File: config.mk
export PLATFORM = sky130hd
export DESIGN_NAME = axil_mmio_top
export DESIGN_NICKNAME = d
export VERILOG_FILES = /design/src/verilog/axil_pkg.sv /design/src/verilog/axil_if.sv /design/src/verilog/axil_1x2_crossbar.sv /design/src/verilog/axil_mailbox.sv /design/src/verilog/axil_mmio_top.sv /design/src/verilog/axil_reg_bank.sv
export VERILOG_INCLUDE_DIRS = /design/src /design/src/verilog
export SDC_FILE = /design/constraint.sdc
export NUM_CORES = 1
export LEC_CHECK = 0
export BUFFER_PORTS_ARGS = -buffer_cell sky130_fd_sc_hd__buf_4
export CAP_MARGIN = 40
export CORE_MARGIN = 2
export CORE_UTILIZATION = 54
export CTS_CLUSTER_SIZE = 30
export DETAILED_ROUTE_END_ITERATION = 8
export MAX_ROUTING_LAYER = met4
export PLACE_DENSITY_LB_ADDON = 0.25
export SYNTH_ARGS = -nofsm -noshare
export SYNTH_HDL_FRONTEND = slang
export SYNTH_SLANG_ARGS = --single-unit
File: constraint.sdc
create_clock -name clk -period 2.9 [get_ports clk]
set_input_delay 0.29 -clock clk [delete_from_list [all_inputs] [get_ports clk]]
set_output_delay 0.29 -clock clk [all_outputs]
set_load 0.02 [all_outputs]
File: src/verilog/mmio_params.svh
`ifndef MMIO_PARAMS_SVH
`define MMIO_PARAMS_SVH

// Bus widths of the AXI4-Lite fabric
`define AXIL_ADDR_W 32
`define AXIL_DATA_W 32

// Register window, the end address is excluded
`define S0_BASE 32'h1000_0000
`define S0_SIZE 32'h1000_0000

// Register bank and mailbox sizes
`define REG_COUNT 8
`define MAILBOX_DEPTH 4

`endif
File: src/verilog/axil_pkg.sv
`default_nettype none

`include "mmio_params.svh"

package axil_pkg;

    typedef logic [`AXIL_ADDR_W-1:0]   addr_t;
    typedef logic [`AXIL_DATA_W-1:0]   data_t;
    typedef logic [`AXIL_DATA_W/8-1:0] strb_t;
    typedef logic [2:0]                prot_t;
    typedef logic [1:0]                resp_t;

    localparam resp_t RESP_OKAY   = 2'b00;
    localparam resp_t RESP_SLVERR = 2'b10;

endpackage

`default_nettype wire

File: src/verilog/axil_if.sv
`default_nettype none

interface axil_if;

    logic            awvalid;
    logic            awready;
    axil_pkg::addr_t awaddr;
    axil_pkg::prot_t awprot;

    logic            wvalid;
    logic            wready;
    axil_pkg::data_t wdata;
    axil_pkg::strb_t wstrb;

    logic            bvalid;
    logic            bready;
    axil_pkg::resp_t bresp;

    logic            arvalid;
    logic            arready;
    axil_pkg::addr_t araddr;
    axil_pkg::prot_t arprot;

    logic            rvalid;
    logic            rready;
    axil_pkg::data_t rdata;
    axil_pkg::resp_t rresp;

    modport manager (
        output awvalid, awaddr, awprot, wvalid, wdata, wstrb, bready,
        output arvalid, araddr, arprot, rready,
        input  awready, wready, bvalid, bresp, arready, rvalid, rdata, rresp
    );

    modport subordinate (
        input  awvalid, awaddr, awprot, wvalid, wdata, wstrb, bready,
        input  arvalid, araddr, arprot, rready,
        output awready, wready, bvalid, bresp, arready, rvalid, rdata, rresp
    );

endinterface

`default_nettype wire

File: src/verilog/axil_1x2_crossbar.sv
`default_nettype none

`include "mmio_params.svh"

module axil_1x2_crossbar (
    input  logic clk,
    input  logic rst,
    axil_if.subordinate host,
    axil_if.manager     s0,
    axil_if.manager     s1
);

    logic rd_in_s0;
    logic wr_in_s0;
    logic rd_pend;
    logic wr_pend;
    // Owner flags are high when the mailbox side holds the transaction
    logic rd_owner_s1;
    logic wr_owner_s1;

    assign rd_in_s0 = (host.araddr >= `S0_BASE) && (host.araddr < (`S0_BASE + `S0_SIZE));
    assign wr_in_s0 = (host.awaddr >= `S0_BASE) && (host.awaddr < (`S0_BASE + `S0_SIZE));

    always_ff @(posedge clk) begin
        if (rst) begin
            rd_pend     <= 1'b0;
            rd_owner_s1 <= 1'b0;
        end else if (host.arvalid && host.arready) begin
            rd_pend     <= 1'b1;
            rd_owner_s1 <= !rd_in_s0;
        end else if (host.rvalid && host.rready) begin
            rd_pend <= 1'b0;
        end
    end

    always_ff @(posedge clk) begin
        if (rst) begin
            wr_pend     <= 1'b0;
            wr_owner_s1 <= 1'b0;
        end else if (host.awvalid && host.awready) begin
            wr_pend     <= 1'b1;
            wr_owner_s1 <= !wr_in_s0;
        end else if (host.bvalid && host.bready) begin
            wr_pend <= 1'b0;
        end
    end

    // Requests are held off while a response of the same direction is open
    assign s0.arvalid   = host.arvalid && rd_in_s0 && !rd_pend;
    assign s1.arvalid   = host.arvalid && !rd_in_s0 && !rd_pend;
    assign host.arready = !rd_pend && (rd_in_s0 ? s0.arready : s1.arready);
    assign s0.araddr    = host.araddr;
    assign s1.araddr    = host.araddr;
    assign s0.arprot    = host.arprot;
    assign s1.arprot    = host.arprot;

    assign s0.awvalid   = host.awvalid && wr_in_s0 && !wr_pend;
    assign s1.awvalid   = host.awvalid && !wr_in_s0 && !wr_pend;
    assign host.awready = !wr_pend && (wr_in_s0 ? s0.awready : s1.awready);
    assign s0.awaddr    = host.awaddr;
    assign s1.awaddr    = host.awaddr;
    assign s0.awprot    = host.awprot;
    assign s1.awprot    = host.awprot;

    assign s0.wvalid    = host.wvalid && wr_in_s0 && !wr_pend;
    assign s1.wvalid    = host.wvalid && !wr_in_s0 && !wr_pend;
    assign host.wready  = !wr_pend && (wr_in_s0 ? s0.wready : s1.wready);
    assign s0.wdata     = host.wdata;
    assign s1.wdata     = host.wdata;
    assign s0.wstrb     = host.wstrb;
    assign s1.wstrb     = host.wstrb;

    assign host.rvalid  = rd_owner_s1 ? s1.rvalid : s0.rvalid;
    assign host.rdata   = rd_owner_s1 ? s1.rdata : s0.rdata;
    assign host.rresp   = rd_owner_s1 ? s1.rresp : s0.rresp;
    assign s0.rready    = host.rready && !rd_owner_s1;
    assign s1.rready    = host.rready && rd_owner_s1;

    assign host.bvalid  = wr_owner_s1 ? s1.bvalid : s0.bvalid;
    assign host.bresp   = wr_owner_s1 ? s1.bresp : s0.bresp;
    assign s0.bready    = host.bready && !wr_owner_s1;
    assign s1.bready    = host.bready && wr_owner_s1;

endmodule

`default_nettype wire

File: src/verilog/axil_mailbox.sv
`default_nettype none

`include "mmio_params.svh"

module axil_mailbox (
    input  logic clk,
    input  logic rst,
    axil_if.subordinate bus
);

    localparam int PTR_W = $clog2(`MAILBOX_DEPTH);
    localparam int CNT_W = $clog2(`MAILBOX_DEPTH + 1);

    axil_pkg::data_t  fifo_mem [`MAILBOX_DEPTH];
    logic [PTR_W-1:0] wr_ptr;
    logic [PTR_W-1:0] rd_ptr;
    logic [CNT_W-1:0] count;
    logic             full;
    logic             empty;
    logic             wr_fire;
    logic             rd_fire;
    logic             push;
    logic             pop;

    assign full  = (count == CNT_W'(`MAILBOX_DEPTH));
    assign empty = (count == '0);

    assign wr_fire     = bus.awvalid && bus.wvalid && !bus.bvalid;
    assign bus.awready = wr_fire;
    assign bus.wready  = wr_fire;
    assign bus.arready = !bus.rvalid;
    assign rd_fire     = bus.arvalid && !bus.rvalid;

    // Address bit 2 selects the count word when set and the data word when clear
    assign push = wr_fire && !bus.awaddr[2] && !full;
    assign pop  = rd_fire && !bus.araddr[2] && !empty;

    always_ff @(posedge clk) begin
        if (rst) begin
            wr_ptr <= '0;
            rd_ptr <= '0;
            count  <= '0;
        end else begin
            if (push) begin
                wr_ptr <= (wr_ptr == PTR_W'(`MAILBOX_DEPTH - 1)) ? '0 : wr_ptr + PTR_W'(1);
            end
            if (pop) begin
                rd_ptr <= (rd_ptr == PTR_W'(`MAILBOX_DEPTH - 1)) ? '0 : rd_ptr + PTR_W'(1);
            end
            count <= count + CNT_W'(push) - CNT_W'(pop);
        end
    end

    always_ff @(posedge clk) begin
        if (push) begin
            fifo_mem[wr_ptr] <= bus.wdata;
        end
    end

    always_ff @(posedge clk) begin
        if (rst) begin
            bus.bvalid <= 1'b0;
            bus.rvalid <= 1'b0;
        end else begin
            if (wr_fire) begin
                bus.bvalid <= 1'b1;
            end else if (bus.bready) begin
                bus.bvalid <= 1'b0;
            end
            if (rd_fire) begin
                bus.rvalid <= 1'b1;
            end else if (bus.rready) begin
                bus.rvalid <= 1'b0;
            end
        end
    end

    always_ff @(posedge clk) begin
        if (wr_fire) begin
            // A push into a full FIFO is dropped and flagged
            bus.bresp <= (!bus.awaddr[2] && full) ? axil_pkg::RESP_SLVERR : axil_pkg::RESP_OKAY;
        end
        if (rd_fire) begin
            if (bus.araddr[2]) begin
                bus.rdata <= axil_pkg::data_t'(count);
                bus.rresp <= axil_pkg::RESP_OKAY;
            end else if (empty) begin
                bus.rdata <= '0;
                bus.rresp <= axil_pkg::RESP_SLVERR;
            end else begin
                bus.rdata <= fifo_mem[rd_ptr];
                bus.rresp <= axil_pkg::RESP_OKAY;
            end
        end
    end

endmodule

`default_nettype wire

File: src/verilog/axil_mmio_top.sv
`default_nettype none

module axil_mmio_top (
    input  logic            clk,
    input  logic            rst,
    input  logic            s_axil_awvalid,
    output logic            s_axil_awready,
    input  axil_pkg::addr_t s_axil_awaddr,
    input  axil_pkg::prot_t s_axil_awprot,
    input  logic            s_axil_wvalid,
    output logic            s_axil_wready,
    input  axil_pkg::data_t s_axil_wdata,
    input  axil_pkg::strb_t s_axil_wstrb,
    output logic            s_axil_bvalid,
    input  logic            s_axil_bready,
    output axil_pkg::resp_t s_axil_bresp,
    input  logic            s_axil_arvalid,
    output logic            s_axil_arready,
    input  axil_pkg::addr_t s_axil_araddr,
    input  axil_pkg::prot_t s_axil_arprot,
    output logic            s_axil_rvalid,
    input  logic            s_axil_rready,
    output axil_pkg::data_t s_axil_rdata,
    output axil_pkg::resp_t s_axil_rresp
);

    // Host side bundle feeding the crossbar from the plain ports
    axil_if bus_host ();
    axil_if bus_regs ();
    axil_if bus_mbox ();

    assign bus_host.awvalid = s_axil_awvalid;
    assign bus_host.awaddr  = s_axil_awaddr;
    assign bus_host.awprot  = s_axil_awprot;
    assign bus_host.wvalid  = s_axil_wvalid;
    assign bus_host.wdata   = s_axil_wdata;
    assign bus_host.wstrb   = s_axil_wstrb;
    assign bus_host.bready  = s_axil_bready;
    assign bus_host.arvalid = s_axil_arvalid;
    assign bus_host.araddr  = s_axil_araddr;
    assign bus_host.arprot  = s_axil_arprot;
    assign bus_host.rready  = s_axil_rready;

    assign s_axil_awready = bus_host.awready;
    assign s_axil_wready  = bus_host.wready;
    assign s_axil_bvalid  = bus_host.bvalid;
    assign s_axil_bresp   = bus_host.bresp;
    assign s_axil_arready = bus_host.arready;
    assign s_axil_rvalid  = bus_host.rvalid;
    assign s_axil_rdata   = bus_host.rdata;
    assign s_axil_rresp   = bus_host.rresp;

    axil_1x2_crossbar u_crossbar (
        .clk  (clk),
        .rst  (rst),
        .host (bus_host.subordinate),
        .s0   (bus_regs.manager),
        .s1   (bus_mbox.manager)
    );

    axil_reg_bank u_reg_bank (
        .clk (clk),
        .rst (rst),
        .bus (bus_regs.subordinate)
    );

    axil_mailbox u_mailbox (
        .clk (clk),
        .rst (rst),
        .bus (bus_mbox.subordinate)
    );

endmodule

`default_nettype wire

File: src/verilog/axil_reg_bank.sv
`default_nettype none

`include "mmio_params.svh"

module axil_reg_bank (
    input  logic clk,
    input  logic rst,
    axil_if.subordinate bus
);

    localparam int IDX_W  = $clog2(`REG_COUNT);
    localparam int BYTE_N = `AXIL_DATA_W / 8;

    axil_pkg::data_t  regs [`REG_COUNT];
    logic [IDX_W-1:0] wr_idx;
    logic [IDX_W-1:0] rd_idx;
    logic             wr_fire;
    logic             rd_fire;

    // Word index sits just above the byte offset, upper bits alias
    assign wr_idx = bus.awaddr[IDX_W+1:2];
    assign rd_idx = bus.araddr[IDX_W+1:2];

    // AW and W are taken in the same cycle once both are offered
    assign wr_fire     = bus.awvalid && bus.wvalid && !bus.bvalid;
    assign bus.awready = wr_fire;
    assign bus.wready  = wr_fire;
    assign bus.arready = !bus.rvalid;
    assign rd_fire     = bus.arvalid && !bus.rvalid;

    assign bus.bresp = axil_pkg::RESP_OKAY;
    assign bus.rresp = axil_pkg::RESP_OKAY;

    always_ff @(posedge clk) begin
        if (rst) begin
            for (int i = 0; i < `REG_COUNT; i++) begin
                regs[i] <= '0;
            end
        end else if (wr_fire) begin
            for (int b = 0; b < BYTE_N; b++) begin
                if (bus.wstrb[b]) begin
                    regs[wr_idx][8*b +: 8] <= bus.wdata[8*b +: 8];
                end
            end
        end
    end

    always_ff @(posedge clk) begin
        if (rst) begin
            bus.bvalid <= 1'b0;
            bus.rvalid <= 1'b0;
        end else begin
            if (wr_fire) begin
                bus.bvalid <= 1'b1;
            end else if (bus.bready) begin
                bus.bvalid <= 1'b0;
            end
            if (rd_fire) begin
                bus.rvalid <= 1'b1;
            end else if (bus.rready) begin
                bus.rvalid <= 1'b0;
            end
        end
    end

    always_ff @(posedge clk) begin
        if (rd_fire) begin
            bus.rdata <= regs[rd_idx];
        end
    end

endmodule

`default_nettype wire

==> results.md, run 1 <==
- Type of the worst min-delay path: input port to flip-flop
- IO Pins: 154
- Total GRT Usage: 0.249
- Worst Tran Pin Value: between 0.8 and 0.9 ns
- Top cell type's share of synthesized area: 0.662
- Hold Path Stages: 2
- Hold_buf cts: 33
- CORE AREA: roughly 37000 µm²
- Required @ worst endpoint: 2.61 ns
- Async S/R FF share, synth: 0
- First-pass GRT wire length: slightly above 70000 µm
- Area delta synth->final: 16.2%
- EDFF count, synth: 450
- Register area share after synthesis: 0.679
- ANT nets after route: 0
- Worst Path Buf+Inv: 2
- Critical path's most frequent cell: buf_4
- Layout cells sized above 1: 0.334
- DRT Pass-1 Iters: 5
- Power density of the placed cells: approximately 630 nW/µm²
- Finished Layout Cells: 1896
- CP delay by family, top: flip-flops
- Crit path cell chain: buf_4, mux2_2, buf_4
- Vias per cell: 6.24
- Placement Setup Slack: slightly below 0.6 ns
- Initial core utilization: 0.545
- Slowest stage delay, CP: ~0.65 ns
- Prevailing post-synth register cell: edfxtp_1
- CTS tree: built
- Pin count of the biggest net entering global routing: between 40 and 50
- Multi-input gate area: 5840 µm²
- Total wire length: about 46000 µm
- Avg Cell Area, Syn: approximately 17 µm²
- Row cnt: 71
- Die ar.: roughly 39000 µm²
- Clock Tree Buf Depth: 3
- Initial antenna violation count: 1
- Most common cell in the netlist: edfxtp_1
- Flops & latches, synth: 467
- Highest clock rate: 0.417 GHz
- Netlist cell types: just over 50
- TritonCTS Sinks: 467
- Fin crit period: around 2.4 ns
- Synth warnings: 0
- Setup crit end kind: output pin
- Final setup viols: 0
- Post-synth top area cell: edfxtp_1
- DR iter-0 viols: 935
- Count of final hold-check violations: 0
- Vias in the first global route: 11900
- DPL Wire Length: between 20000 and 30000 µm
- Setup Fix Bufs, Post-CTS: 0
- Mean routed wirelength per cell: around 24 µm
- CP arrival: between 2 and 2.5 ns
- RSZ-0062 raised after global routing: no
- Max-cap violation count: 0
- Top post-synthesis cells by area: edfxtp_1, mux4_2, nor4_1, mux2_2, dfxtp_1
- CP Class: flip-flop to output pin
- Gpl congestion: around 0.8
- Slowest-stage cell, CP: dfxtp_2
- Leak Pwr: 0.00776 µW
- Worst setup margin: 0.501 ns
- Worst R2R Setup Slack: around 0.64 ns
- Buffers on Ports: 95
- Synth top cells by count: edfxtp_1, nor4_1, mux4_2
- TritonCTS Buffers: 46
- Total grt overflow: 0
- CTS root buffer: clkbuf_16
- Netlist Area Pre-Place: between 20000 and 25000 µm²
- Reg clk slew, reported paths: ~0.06 ns
- Crit. path cell count: 3
- Final instance area: around 24000 µm²
- CP max FO: 17
- DIE WIDTH: approximately 200 µm
- Die Height: just under 200 µm
- Status: completed
- Worst Clk Skew: ~0.013 ns
- Final Cycle Share: 0.827
- Vias: between 10000 and 15000
- Later-pin clock latency in the skew report: 0.55 ns
- Setup tns final: 0 ns
- Max_slew headroom: 0.450
- Post-placement cell area: about 22000 µm²
- Placed Cells: ~1800
- # fillers: roughly 2600
- Mapped Cells: between 1000 and 1500
- R2R depth: 8
- Final #Nets: between 1000 and 1500
- Startpoint Class: flip-flop
- Tot Pwr: 15000 µW
- Fin. max-slew vios: 0
- DRC: 0
- H-tree levels: 2
- VDD IR max: between 0.4 and 0.5 mV
- Cts repair resizes: 0
- Sequential cell area: approximately 14000 µm²
[report_power, final]
| group | leakage (µW) | switching, µW | internal (µW) |
|---|---|---|---|
| sequential | 0.00450 | 99.5 | 7660 |
| combinational | 0.00254 | 843 | 619 |
| clock | 0.000711 | 2430 | 3310 |
| total | 0.00776 | 3370 | 11600 |
[final timing paths]
kind	start	to
setup / recovery	u_crossbar.rd_owner_s1	s_axil_rdata[18]
hold / removal	rst	u_crossbar.rd_owner_s1
setup reg to reg	u_mailbox.bus.rvalid	u_mailbox.count[2]
hold reg to reg	u_mailbox.rd_ptr[1]	flip-flop
[worst register-to-register path, cell delays in order (launching register included)]
cell and delay, ns:
dfxtp_1 0.34, or3b_4 0.45, nor4_4 0.27, xor2_1 0.12, ha_1 0.21, fa_1 0.40, xnor2_1 0.17, xnor2_1 0.14
nor2_1 0.05
[stage by stage]
step	utilization	hold WS (ns)
2_1_floorplan	-	0.389
3_3_place_gp	0.585	0.473
3_5_place_dp	0.585	0.495
4_1_cts	0.633	0.0280
5_1_grt	0.633	0.0494
6_report	0.633	0.0426
[layout by cell type (no fill, tap or decap), types with 3 or more instances in the layout]
cell type / instances
edfxtp_1: 450
buf_4: 170
nor4_1: 166
mux4_2: 96
mux2_2: 69
nor3_1: 67
clkbuf_16: 49
and2_1: 36
dlygate4sd3_1: 33
inv_1: 32
nor4_2: 26
clkinv_1: 22
o21ai_0: 18
dfxtp_1: 15
o31ai_1: 14
clkinv_2: 9
buf_12: 9
nor2_1: 8
nand2_1: 8
nor2b_1: 6
ha_1: 6
a21oi_1: 5
nand4_2: 4
o21ai_1: 4
a22o_1: 3
mux2i_1: 3
or3_1: 3
clkbuf_1: 3
bufinv_16: 3
[cell type report]
| cell class | count | share of cell area |
|---|---|---|
| sequential | 467 | 0.584 |
| inverter | 41 | 0.00649 |
| timing repair buffer | 212 | 0.0753 |
| multi-input combinational | 583 | 0.246 |
| clock buffer | 52 | 0.0521 |
| antenna | 1 | 0.000105 |
| tap | 511 | 0.0269 |
| clock inverter | 29 | 0.00891 |
[kinds of logic (layout without fill, tap and decap cells)]
family | Yosys count | count (layout) | synth area share
AOI/OAI and AO/OA | 53 | 53 | 0.0175
xor gates and xnor gates | 3 | 3 | 0.00129
adders and majority gates | 7 | 7 | 0.00466
buffers and inverters | 164 | 334 | 0.0375
DFF | 467 | 467 | 0.679
muxes | 169 | 169 | 0.146
other | 1 | 3 | 0.000184
and+or+nand+nor | 349 | 349 | 0.114
[flip-flops by register name, indices dropped and copies added (netlist names), 2 cells and up, named ones only]
name,cells
u_mailbox.bus.rdata,32
u_mailbox.count,3
u_mailbox.fifo_mem,128
u_mailbox.rd_ptr,2
u_mailbox.wr_ptr,2
u_reg_bank.bus.rdata,32
u_reg_bank.regs,256
[routing by layer]
metal / global-route usage / routed length [µm] / share of wire / vias up
met5: - / 0 / 0 / -
met4: 0.0605 / 939 / 0.020 / 0
li1: - / - / - / 5216
met3: 0.0322 / 3100 / 0.067 / 73
met2: 0.391 / 22800 / 0.49 / 465
met1: 0.352 / 19600 / 0.42 / 6069
Note: power is estimated with default switching activity, not from simulation.
==> inputs of run 2 (changes only) <==
- ABC_AREA: unset -> 1
- CORE_UTILIZATION: 54 -> 59
- clock period: 2.9 -> 2.26 ns (I/O delays scaled with it)
==> run 2 against run 1 <==
Compared with the run above:
- sequential share of layout area rose by 1.6 points
- setup slack got worse by 0.30 ns
- die area fell by 11%
- critical path type unchanged
- largest cell class unchanged
==> results.md, run 2 <==
- Clock power share: 0.381 (-0.003)
- Final setup viols: 0 (unchanged)
- DRT Pass-1 Iters: 5 (unchanged)
- Hold Path Stages: 4 (+2)
- Placed Cells: 2324 (+30%)
- Vias: 13800 (+17%)
- Synth top cells by count: nor2_1, edfxtp_1, nand2_1
- Prevailing post-synth register cell: edfxtp_1
- Total wire length: 46600 µm (+0.39%)
- IO Pins: 154 (unchanged)
- # fillers: 2329 (-11%)
- Clock Tree Buf Depth: 3 (unchanged)
- TritonCTS Sinks: 467 (unchanged)
- Worst r2r src: u_crossbar.wr_pend
- DIE WIDTH: 187 µm (-5.8%)
- Later-pin clock latency in the skew report: 0.54 ns (about the same)
- CTS root buffer: clkbuf_16
- Most frequent cells in the layout: nor2_1, edfxtp_1, nand2_1
- Worst Tran Pin Value: 0.754 ns (-0.0699 ns)
- Gpl congestion: 0.871 (+9.2%)
- Fin crit period: 2.06 ns
- DRC: 0 (unchanged)
- Die Height: 187 µm (-5.8%)
- Pint: 14500 µW (+25%)
- Core Util, Final: 0.694 (+0.0613)
- Hold Slack: 0.0261 ns (-0.0165 ns)
- CORE AREA: 33300 µm² (-11%)
- Netlist Area Pre-Place: 19800 µm² (-3.3%)
- R2R depth: 6 (-2)
- Fin. max-slew vios: 0 (unchanged)
- Setup crit end kind: output pin
- Global Route met1 Usage: 0.371 (+0.0187)
- Total grt overflow: 0 (unchanged)
- Synth warnings: 0 (unchanged)
- CP max FO: 23 (+6)
- Psw: 4390 µW (+30%)
- First-pass GRT wire length: 72200 µm (+1.1%)
- Row cnt: 67 (-5.6%)
- Flops & latches, synth: 467 (unchanged)
- Cts repair resizes: 0 (unchanged)
- Vias in the first global route: 13200 (+11%)
- Netlist cell types: 27 (-47%)
- Seq pwr share: 0.525 (+0.006)
- TritonCTS Buffers: 46 (unchanged)
- Final Cycle Share: 0.913
- Top cell type's share of synthesized area: 0.684 (+0.0223)
- Leak Pwr: 0.00908 µW (+17%)
- Max FFs per register: 256 (unchanged)
- Met3 Use GR: 0.0381 (+0.00587)
- Worst Clk Skew: 0.0129 ns (+0.000257 ns)
- GR met2 Demand/Resource: 0.439 (+0.0479)
- Highest clock rate: ~0.48 GHz
- Final #Nets: 2079 (+41%)
- Finished Layout Cells: 2442 (+29%)
- Reg clk slew, reported paths: 0.06 ns (about the same)
- Diode count: 0 (-1)
- Async S/R FF share, synth: 0 (unchanged)
- Placement Setup Slack: 0.283 ns (-0.304 ns)
- Mapped Cells: 1808 (+49%)
- Buffers on Ports: 95 (unchanged)
- Vias per cell: 5.64 (-9.5%)
- Reg with most FFs: u_reg_bank.regs
- EDFF count, synth: 450 (unchanged)
- Die ar.: 35000 µm² (-11%)
- Power density of the placed cells: 819 nW/µm² (+30%)
- Hold Crit Start: s_axil_bready
- Final instance area: 23100 µm² (-2.6%)
- Most used routing layer: met2
- DR iter-0 viols: 1436 (+54%)
- CP arrival: 1.84 ns (-0.27 ns)
- Top post-synthesis cells by area: edfxtp_1, nor2_1, nand2_1, o21ai_0, o22ai_1
- Max-cap violation count: 0 (unchanged)
- Avg Cell Area, Syn: 10.9 µm² (-35%)
- Type of the worst min-delay path: input port to flip-flop
- Status: completed
- VDD IR max: 0.482 mV (+19%)
- Mean routed wirelength per cell: 19.1 µm (-22%)
- Required @ worst endpoint: 2.03 ns (-0.58 ns)
- H-tree levels: 2 (unchanged)
- Total GRT Usage: 0.272 (+0.0232)
- Layout cells sized above 1: 0.130 (-0.203)
- Most common cell after layout, fill and taps aside: nor2_1
- Most common cell in the netlist: nor2_1
- DPL Wire Length: 30200 µm (+7.4%)
- Initial antenna violation count: 1 (unchanged)
- Pin count of the biggest net entering global routing: 131 (+190%)
- Count of final hold-check violations: 0 (unchanged)
- Startpoint Class: flip-flop
- Initial core utilization: 0.593 (+0.0489)
- Max_slew headroom: 0.498 (+0.0472)
- Post-placement cell area: 21300 µm² (-2.7%)
- RSZ-0062 raised after global routing: no
- Post-synth top area cell: edfxtp_1
- CP Class: flip-flop to output pin
- Worst setup margin: 0.197 ns (-0.304 ns)
- Portion of total power attributed to combinational logic: 0.095 (-0.003)
- Sw Share: 0.232 (+0.00667)
- Area delta synth->final: 17.0%
- CTS tree: built
- CP startpoint: u_crossbar.rd_owner_s1
- ANT nets after route: 0 (unchanged)
- Register area share after synthesis: 0.701 (+0.0229)
- Biggest regs: u_reg_bank.regs (256), u_mailbox.fifo_mem (128)
==> run 2: cell count changes in the layout (fill, tap and decap cells not counted), moves of 20 or more <==
cell / change
a21oi_1: +37
nand2_1: +263
nor4_2: -26
nor3_1: -59
mux2_2: -69
o22ai_1: +67
nor4_1: -165
buf_4: -20
and2_1: -35
o21ai_0: +175
nand4_2: +24
nor2_1: +519
inv_1: +42
mux4_2: -96
==> run 2: final cells by class <==
cell class	count	area, µm²	area share
clock buffer	57	1210	0.0525
sequential	467	13900	0.600
timing repair buffer	198	1740	0.0752
tap	448	561	0.0243
multi-input combinational	1168	5250	0.227
clock inverter	26	195	0.00845
inverter	78	294	0.0127
==> run 2: worst paths after layout <==
kind	endpoint	slack (ns)
worst max-delay path	s_axil_rdata[14]	0.20
worst min-delay path	u_mailbox.bus.bvalid	0.03
worst max register to register	u_reg_bank.regs[3][18]	0.29
worst min register to register	u_crossbar.rd_pend	0.51
==> run 2: cell families (layout without fill, tap and decap cells) <==
group | count (synthesis) | count (layout) | synth area share
adders and majority gates | 7 | 7 | 0.00481
xor gates and xnor gates | 2 | 2 | 0.000887
other | 1 | 2 | 0.000190
DFF | 467 | 467 | 0.701
buffers and inverters | 174 | 359 | 0.0345
AOI/OAI and AO/OA | 303 | 303 | 0.0811
and+or+nand+nor | 854 | 854 | 0.177
==> run 2: critical path, stage by stage, from the launching register on <==
cell and delay, ns:
dfxtp_1 0.33, clkinv_1 0.32, buf_12 0.30, nand2_1 0.12, nand2_1 0.07, buf_4 0.16
==> run 2: what timing repair did <==
action,CTS,global route
hold buffers,35,0
setup buffers,0,0
endpoints found under the hold margin,136,0
==> run 2: metal layers <==
layer,wire [µm],share of wire
met1,19000,0.41
met3,4030,0.087
met4,834,0.018
met2,22700,0.49
met5,0,0
==> run 2: power by group through the flow <==
stage          clock network, µW  logic [µW]  registers, µW
6_report                    7200        1790           9920
4_1_cts                     7280        1780           9920
2_1_floorplan                  0        1050          10100
5_1_grt                     7600        1960           9940
3_5_place_dp                   0        1710          10100
3_3_place_gp                   0        1650          10100
==> run 2: per-stage QoR <==
| step | setup TNS (ns) | power [µW] |
|---|---|---|
| after CTS | 0 | 19000 |
| after global routing | 0 | 19500 |
| after global placement | 0 | 11700 |
| after detailed placement | 0 | 11800 |
| final | 0 | 18900 |
| after floorplan | -62.96 | 11100 |
